$ cat src/hdl/flit_buffer_pkg.sv
`default_nettype none

package flit_buffer_pkg;

    localparam int num_vc         = 4;
    localparam int vc_depth       = 4;  // slots per vc, power of two
    localparam int payload_width  = 32;
    localparam int class_width    = 2;
    localparam int ptr_width      = 2;  // log2(vc_depth)
    localparam int vc_index_width = 2;  // log2(num_vc)
    localparam int ram_addr_width = ptr_width + vc_index_width;

    typedef logic [num_vc-1:0]         vc_mask_t;   // one-hot select or per-vc flags
    typedef logic [ptr_width-1:0]      vc_ptr_t;
    typedef logic [ptr_width:0]        vc_depth_t;  // 0 .. vc_depth
    typedef logic [ram_addr_width-1:0] ram_addr_t;  // {vc index, slot}
    typedef logic [class_width-1:0]    flit_class_t;

    // full flit as seen on the link
    typedef struct packed {
        flit_class_t              flit_class;  // head/tail marking
        vc_mask_t                 vc;
        logic [payload_width-1:0] payload;
    } flit_t;

    // what actually sits in the shared memory, vc is implied by the address
    typedef struct packed {
        flit_class_t              flit_class;
        logic [payload_width-1:0] payload;
    } ram_word_t;

    // one-hot to binary, a zero mask gives index 0
    function automatic logic [vc_index_width-1:0] vc_index(input vc_mask_t mask);
        logic [vc_index_width-1:0] idx;
        idx = '0;
        for (int i = 0; i < num_vc; i++) begin
            if (mask[i]) begin
                idx |= vc_index_width'(i);
            end
        end
        return idx;
    endfunction

endpackage

`default_nettype wire

$ cat src/hdl/vc_pointer_bank.sv
`timescale 1ns/1ps
`default_nettype none

module vc_pointer_bank
    import flit_buffer_pkg::*;
(
    input  logic      clk,
    input  logic      reset,
    input  logic      wr_en,
    input  logic      rd_en,
    input  vc_mask_t  wr_vc,
    input  vc_mask_t  rd_vc,
    output ram_addr_t wr_addr,
    output ram_addr_t rd_addr,
    output vc_mask_t  vc_not_empty
);

    vc_mask_t  wr_pulse;  // per-vc write this cycle
    vc_mask_t  rd_pulse;  // per-vc read this cycle

    vc_ptr_t   wr_ptr [num_vc];
    vc_ptr_t   rd_ptr [num_vc];
    vc_depth_t depth  [num_vc];

    vc_ptr_t   wr_slot;  // slot of the selected write vc
    vc_ptr_t   rd_slot;  // slot of the selected read vc

    assign wr_pulse = wr_en ? wr_vc : '0;
    assign rd_pulse = rd_en ? rd_vc : '0;

    // pointer and occupancy state, one set per vc
    always_ff @(posedge clk or posedge reset) begin
        if (reset) begin
            for (int i = 0; i < num_vc; i++) begin
                wr_ptr[i] <= '0;
                rd_ptr[i] <= '0;
                depth[i]  <= '0;
            end
        end else begin
            for (int i = 0; i < num_vc; i++) begin
                if (wr_pulse[i]) begin
                    wr_ptr[i] <= wr_ptr[i] + 1'b1;  // wraps inside the vc region
                end
                if (rd_pulse[i]) begin
                    rd_ptr[i] <= rd_ptr[i] + 1'b1;
                end

                // simultaneous read and write leaves depth alone
                if (wr_pulse[i] && !rd_pulse[i]) begin
                    depth[i] <= depth[i] + 1'b1;
                end else if (!wr_pulse[i] && rd_pulse[i]) begin
                    depth[i] <= depth[i] - 1'b1;
                end
            end
        end
    end

    // one-hot pointer mux, selects are one-hot so OR-ing is enough
    always_comb begin
        wr_slot = '0;
        rd_slot = '0;
        for (int i = 0; i < num_vc; i++) begin
            if (wr_vc[i]) begin
                wr_slot |= wr_ptr[i];
            end
            if (rd_vc[i]) begin
                rd_slot |= rd_ptr[i];
            end
        end
    end

    // region base from the vc index, offset from the slot pointer
    assign wr_addr = {vc_index(wr_vc), wr_slot};
    assign rd_addr = {vc_index(rd_vc), rd_slot};

    always_comb begin
        for (int i = 0; i < num_vc; i++) begin
            vc_not_empty[i] = (depth[i] != '0);
        end
    end

endmodule

`default_nettype wire

$ cat src/hdl/flit_queue_ram.sv
`timescale 1ns/1ps
`default_nettype none

module flit_queue_ram
    import flit_buffer_pkg::*;
(
    input  logic      clk,
    input  logic      wr_en,
    input  logic      rd_en,
    input  ram_addr_t wr_addr,
    input  ram_addr_t rd_addr,
    input  ram_word_t wr_data,
    output ram_word_t rd_data
);

    // all vcs share this array, num_vc regions of vc_depth words
    ram_word_t mem [num_vc*vc_depth];

    always_ff @(posedge clk) begin
        if (wr_en) begin
            mem[wr_addr] <= wr_data;
        end
    end

    // registered read port, holds the last word between reads
    always_ff @(posedge clk) begin
        if (rd_en) begin
            rd_data <= mem[rd_addr];
        end
    end

endmodule

`default_nettype wire

$ cat src/hdl/flit_read_stage.sv
`timescale 1ns/1ps
`default_nettype none

module flit_read_stage
    import flit_buffer_pkg::*;
(
    input  logic      clk,
    input  logic      reset,
    input  logic      rd_en,
    input  vc_mask_t  rd_vc,
    input  ram_word_t rd_data,
    output flit_t     flit_out,
    output logic      flit_out_valid
);

    vc_mask_t rd_vc_q;  // vc of the word now on rd_data
    logic     loaded;   // rd_data holds a real word

    // aligned with the memory output register
    always_ff @(posedge clk or posedge reset) begin
        if (reset) begin
            rd_vc_q        <= '0;
            loaded         <= 1'b0;
            flit_out_valid <= 1'b0;
        end else begin
            flit_out_valid <= rd_en;  // one cycle per read strobe
            if (rd_en) begin
                rd_vc_q <= rd_vc;
                loaded  <= 1'b1;
            end
        end
    end

    // rebuild the flit, vc field names the queue it came from
    always_comb begin
        flit_out = '0;
        if (loaded) begin
            flit_out.flit_class = rd_data.flit_class;
            flit_out.vc         = rd_vc_q;
            flit_out.payload    = rd_data.payload;
        end
    end

endmodule

`default_nettype wire

$ cat src/hdl/flit_buffer.sv
`timescale 1ns/1ps
`default_nettype none

module flit_buffer
    import flit_buffer_pkg::*;
(
    input  logic     clk,
    input  logic     reset,
    input  logic     wr_en,
    input  vc_mask_t wr_vc,
    input  flit_t    flit_in,
    input  logic     rd_en,
    input  vc_mask_t rd_vc,
    output flit_t    flit_out,
    output logic     flit_out_valid,
    output vc_mask_t vc_not_empty
);

    ram_addr_t wr_addr;
    ram_addr_t rd_addr;
    ram_word_t wr_data;
    ram_word_t rd_data;

    // vc field is dropped, the address already carries it
    assign wr_data.flit_class = flit_in.flit_class;
    assign wr_data.payload    = flit_in.payload;

    vc_pointer_bank vc_pointer_bank_i (
        .clk          (clk),
        .reset        (reset),
        .wr_en        (wr_en),
        .rd_en        (rd_en),
        .wr_vc        (wr_vc),
        .rd_vc        (rd_vc),
        .wr_addr      (wr_addr),
        .rd_addr      (rd_addr),
        .vc_not_empty (vc_not_empty)
    );

    flit_queue_ram flit_queue_ram_i (
        .clk     (clk),
        .wr_en   (wr_en),
        .rd_en   (rd_en),
        .wr_addr (wr_addr),
        .rd_addr (rd_addr),
        .wr_data (wr_data),
        .rd_data (rd_data)
    );

    // one cycle read latency, matches the ram output register
    flit_read_stage flit_read_stage_i (
        .clk            (clk),
        .reset          (reset),
        .rd_en          (rd_en),
        .rd_vc          (rd_vc),
        .rd_data        (rd_data),
        .flit_out       (flit_out),
        .flit_out_valid (flit_out_valid)
    );

endmodule

`default_nettype wire

$ cat config.mk
export PLATFORM = sky130hd
export DESIGN_NAME = flit_buffer
export DESIGN_NICKNAME = d
export VERILOG_FILES = /design/src/hdl/flit_buffer_pkg.sv /design/src/hdl/vc_pointer_bank.sv /design/src/hdl/flit_queue_ram.sv /design/src/hdl/flit_read_stage.sv /design/src/hdl/flit_buffer.sv
export SDC_FILE = /design/constraint.sdc
export NUM_CORES = 1
export LEC_CHECK = 0
export ABC_AREA = 0
export BUFFER_PORTS_ARGS = -buffer_cell sky130_fd_sc_hd__buf_2
export CAP_MARGIN = 25
export CORE_MARGIN = 4
export CORE_UTILIZATION = 40
export DETAILED_ROUTE_END_ITERATION = 6
export GPL_TIMING_DRIVEN = 1
export SLEW_MARGIN = 0
export SYNTH_ARGS = -nofsm -noshare
export SYNTH_HDL_FRONTEND = slang
export SYNTH_SLANG_ARGS = --single-unit
$ cat constraint.sdc
create_clock -name clk -period 3.2 [get_ports clk]
set_input_delay 0.48 -clock clk [delete_from_list [all_inputs] [get_ports clk]]
set_output_delay 0.48 -clock clk [all_outputs]
set_load 0.05 [all_outputs]
-- Yosys cells after proc, flatten, opt, wreduce, memory -nomap -nowiden
Memories as Yosys holds them, arrays and structs flattened. A register that Yosys moved wholly into a read port is not among the register bits.
Index checks and enable logic that the tools add are counted.
W data, S select, Z words.
- bitwise operators: 6
- reductions and logical operators: 24
- mux-type cells: 27
- magnitude comparators: 0
- div/mod/pow operators: 0
- multiply operators: 0
- eq/ne operators: 0
- add/subtract/negate cells: 16
- shift operators: 0
- operator list (kind ; count):
    $mux W38 ; 1
    $mux W2 ; 12
    $mux W3 ; 8
    $add A2 B1 Y2 const B ; 8
    $add A3 B1 Y3 const B ; 4
    $or A2 B2 Y2 ; 6
    $reduce_bool A3 Y1 ; 4
    $sub A3 B1 Y3 const B ; 4
    $logic_and A1 B1 Y1 ; 8
    $logic_not A1 Y1 ; 8
    $mux W4 ; 2
    $reduce_bool A2 Y1 ; 4
    $mux W1 ; 4
- ROM bits: 0
- latch bits: 0
- register bits after elaboration: 34
- word-level logic and storage cells: 89
- RAM bits: 544
- memories kept: 1
- memories (name ; depth ; width ; read ports ; clocked after memory_dff ; write ports ; line ; text):
    flit_queue_ram_i.mem ; 16 ; 34 ; 1 ; 1 ; 1 ; flit_queue_ram.sv:17 ; ram_word_t mem [num_vc*vc_depth];

-- Depth between registers and ports, before layout
- depth after elaboration: 7
- mapped depth: 8
- depth with buffers taken out: 7

-- Hierarchy
From an unflattened synthesis, not the netlist that was laid out.
- cell total of the unflattened synthesis: 1056
- area, all modules: 23309.9 um^2
- modules (own cells, without submodules) (module ; area each (um^2) ; cells each ; instances):
    flit_queue_ram ; 21416.8 ; 888 ; 1
    vc_pointer_bank ; 1417.6 ; 114 ; 1
    flit_read_stage ; 475.5 ; 54 ; 1

-- Worst setup path after synthesis
OpenSTA, ideal clock, no wires.
- path kind: in2reg
- start point: input port wr_vc[0]
- end point: memory flit_queue_ram_i.mem[2][0] in the netlist's numbering (enable)
- library setup time: 0.425 ns
- setup slack: 0.397 ns
- stages on the path: 4
- buffers on the path: 0
- arrival: 2.378 ns
- data required time: 2.775 ns
- cell sequence: a22oi_1 > and2_1 > nand2_1 > nor2_1
- word-level cells in the longest chain between the ends: 7
- RTL lines (what ; line ; text):
    start: declaration ; flit_buffer.sv:10 ; input vc_mask_t wr_vc,
    $mux W2 * ; vc_pointer_bank.sv:63 ; if (wr_vc[i]) begin
    $or A2 B2 Y2 ; vc_pointer_bank.sv:64 ; wr_slot |= wr_ptr[i];
    $mux W2 * ; vc_pointer_bank.sv:63 ;
    $or A2 B2 Y2 ; vc_pointer_bank.sv:64 ;
    $mux W2 * ; vc_pointer_bank.sv:63 ;
    $or A2 B2 Y2 ; vc_pointer_bank.sv:64 ;
    $mux W2 * ; vc_pointer_bank.sv:63 ;
    end: declaration ; flit_queue_ram.sv:17 ;
Mark *: on every way between the ends. The rest lies on a longest branch, timed or not.

-- Worst setup path in the final report
- start point: register vc_pointer_bank_i.rd_ptr[6] in the netlist's numbering
- end point: register, netlist name flit_queue_ram_i.rd_data[0]
- word-level cells in the longest chain between the ends: 7
- RTL lines (what ; line ; text):
    start: declaration ; vc_pointer_bank.sv:22 ; vc_ptr_t rd_ptr [num_vc];
    start signal: indexed assignment ; vc_pointer_bank.sv:45 ; rd_ptr[i] <= rd_ptr[i] + 1'b1;
    $mux W2 * ; vc_pointer_bank.sv:66 ; if (rd_vc[i]) begin
    $or A2 B2 Y2 ; vc_pointer_bank.sv:67 ; rd_slot |= rd_ptr[i];
    $mux W2 * ; vc_pointer_bank.sv:66 ;
    $or A2 B2 Y2 ; vc_pointer_bank.sv:67 ;
    $mux W2 * ; vc_pointer_bank.sv:66 ;
    $or A2 B2 Y2 ; vc_pointer_bank.sv:67 ;
    $mux W2 * ; vc_pointer_bank.sv:66 ;
Marked as above.
A chain may end at the register's enable or synchronous reset.

==> out/results.txt <==
GPL Wtd Cong - 0.716
Syn Nets - 1134
Commonest non-fill, non-tap cells in the layout - edfxtp_1, mux4_2, buf_2
Worst Tran Pin Value - 0.956 ns
CP endpoint kind - flop
Post-route cell area - 0.0271 sq mm
CTS Buffer Depth - 3
Initial DRC Count - 1033
Status - finished, final reports clean
Hold WC Path Type - primary input to flop
Critical Path Source Type - flop
Cell Rows - 88
Synth cell types - 34
Syn avg cell area - 21.6 sq um
Final Skew - 0.0344 ns
Number of global-route vias before repair - 11601
WL final - 50300 um
Post-synthesis mux area share - 13.1%
First-pass GRT wire length - 76000 um
Die area - 0.0621 sq mm
Syn Inst Count - 1076
Period minus WS final - 2.60 ns
Top Layer Used - met5
Core Box Area - 0.0577 sq mm
Total gr overflow - 0
Fillers - 4815
TritonRoute pass-1 iters - 5
Clock Root Buffer - clkbuf_16
I/O pins - 93
WL/cell - 24.9 um
Final period util - 81.3%
Adder and majority gate portion of the synthesized area - 0.559%
#FFs+latches synth - 612
Die H - 249 um
Hold buffers post-CTS - 1
Via/cell ratio - 5.39
Setup violators final - 0
Worst Path Arrival - 2.94 ns
Final setup TNS - 0 ns
Placed inst area - 0.0252 sq mm
Layout cells sized above 1 - 29.3%
Post_cts resized - 0
Pleak - 8.83 nW
Max-slew violation count - 0
Hold Vio Cnt, Final - 0
DRC - 0
CP max FO - 39
Worst-Skew Late Latency - 0.62 ns
Achievable Freq - 384 MHz
Sequential-to-total area share from yosys stat - 78.2%
P&R area growth vs syn - 16.5%
PwrDens - 789 mW/mm^2
Starting Density - 40.3%
Depth of the CTS H-tree - 2
Total GRT Usage - 16.2%
Postcts setup bufs - 0
Post-DRT Antenna Nets - 0
PortBufs - 88
Synth Area in Compound Gates - 2.96%
Most common cell after layout, fill and taps aside - edfxtp_1
Hold depth - 2
Pin count of the biggest net entering global routing - 46
Num CTS Buffers - 60
Clock-pin slew on the worst setup and hold paths - 0.06 ns
Worst EP required - 3.54 ns
Largest family of logic cells by synthesized area - multiplexers
Via Count - 10909
CTS Sinks - 612
Crit Path Category - flop to flop
Area of the mapped netlist - 0.0233 sq mm
Final nets - 1269
Synth Area in Simple Gates - 2.82%
Met2 wire len - 23900 um
DPL Wire Length - 26000 um
Peak supply drop - 0.000567 V
Met1 wire length - 22600 um
Yosys warns - 0
DR WL met3 - 2630 um
CTS tree - built
Slew headroom - 36.2%
RSZ-0062 raised after global routing - false
Xor/xnor share of the synthesized area - 1.05%
Reg2Reg Depth - 7
Die W - 249 um
Max-Cap Viols - 0
Initial antenna violation count - 4
## flip-flops by register name (all words and copies together), names as in the netlist
register                          cells
flit_queue_ram_i.mem                544
flit_read_stage_i.loaded              1
vc_pointer_bank_i.rd_ptr              8
flit_read_stage_i.rd_vc_q             4
vc_pointer_bank_i.depth              12
vc_pointer_bank_i.wr_ptr              8
flit_read_stage_i.flit_out_valid      1
flit_queue_ram_i.rd_data             34
## power by group
part | internal (mW) | switching, mW | leakage, nW
Clock | 3.93 | 2.92 | 0.934
Sequential | 9.59 | 0.286 | 5.65
Combinational | 1.95 | 2.72 | 2.24
Total | 15.5 | 5.93 | 8.83
## cell families (layout without fill, tap and decap cells)
kind of cell | after synthesis | in the layout
other cells | 0 | 1
xor+xnor | 28 | 28
flops | 612 | 612
compound gates | 91 | 91
simple gates | 136 | 136
fa+ha+maj | 8 | 8
buf+inv | 61 | 242
mux | 140 | 140
## final cells by class
cell class	instances	area, sq um	share of cell area (%)
sequential	612	18200	67.2
multi-input combinational	403	4940	18.2
clock buffer	72	1550	5.70
timing repair buffer	125	1060	3.90
tap	765	957	3.53
clock inverter	36	367	1.35
inverter	9	33.8	0.125
antenna	1	2.50	0.00923
## cell usage after synthesis
library cell | instances | area (sq um)
buf_1 | 3 | 11.3
a221oi_2 | 1 | 15.0
xnor2_1 | 16 | 140
nand2_1 | 50 | 188
nand3_1 | 4 | 20.0
or4_1 | 1 | 7.51
or2_1 | 1 | 6.26
inv_1 | 9 | 33.8
a22oi_1 | 71 | 533
or3_1 | 4 | 25.0
mux2i_1 | 4 | 40.0
a22oi_2 | 1 | 12.5
xor2_1 | 12 | 105
dfrtp_1 | 34 | 851
fa_1 | 4 | 80.1
nand2b_1 | 1 | 6.26
a2111oi_0 | 4 | 35.0
or2_2 | 2 | 12.5
edfxtp_1 | 578 | 17400
buf_6 | 1 | 11.3
buf_2 | 7 | 35.0
nor2_1 | 27 | 101
clkbuf_1 | 31 | 116
nor3b_1 | 1 | 7.51
a211oi_1 | 4 | 30.0
mux4_2 | 132 | 2970
o21ai_0 | 4 | 20.0
and2_1 | 45 | 282
a21boi_0 | 4 | 30.0
buf_4 | 10 | 75.1
mux2_2 | 4 | 45.0
ha_1 | 4 | 50.1
a21oi_1 | 1 | 5.00
a22o_1 | 1 | 8.76
## worst max-delay path, stage by stage (launching register included)
cell and delay [ns]:
dfrtp_1 0.41, a22o_1 0.25, a221oi_4 0.23, buf_12 0.20
buf_12 0.30, mux4_2 0.56, a22oi_1 0.21, nand2_1 0.13
## per-stage QoR
stage	worst slack, ns	std cells	hold WS (ns)	power [mW]	util (%)
finish	0.598	2023	0.165	21.4	47.0
global route	0.406	2022	0.177	22.4	47.0
CTS	0.505	2022	0.138	21.7	47.0
detailed placement	0.364	1913	0.460	14.8	43.7
global placement	0.309	1913	0.448	14.7	43.7
floorplan	0.397	1076	0.434	13.3	-
## metal layers
metal | GRT usage (%) | vias to the layer above
met5 | 0 | -
met1 | 23.4 | 5844
li1 | - | 4702
met3 | 2.83 | 74
met4 | 4.45 | 4
met2 | 25.7 | 285
## path summary, 6_finish.rpt
check / from / slack (ns) / to
min in group asynchronous: reset / 0.51 / vc_pointer_bank_i.rd_ptr[5]$_DFFE_PP0P_
min: rd_en / 0.16 / flit_read_stage_i.rd_vc_q[2]$_DFFE_PP0P_
max: vc_pointer_bank_i.rd_ptr[6]$_DFFE_PP0P_ / 0.60 / flit_queue_ram_i.rd_data[0]$_DFFE_PP_
max reg2reg: vc_pointer_bank_i.rd_ptr[6]$_DFFE_PP0P_ / 0.60 / flit_queue_ram_i.rd_data[0]$_DFFE_PP_
max in group asynchronous: reset / 2.36 / flit_read_stage_i.loaded$_DFFE_PP0P_
min reg2reg: vc_pointer_bank_i.wr_ptr[5]$_DFFE_PP0P_ / 0.47 / vc_pointer_bank_i.wr_ptr[5]$_DFFE_PP0P_
(Power assumes the default switching activity.)
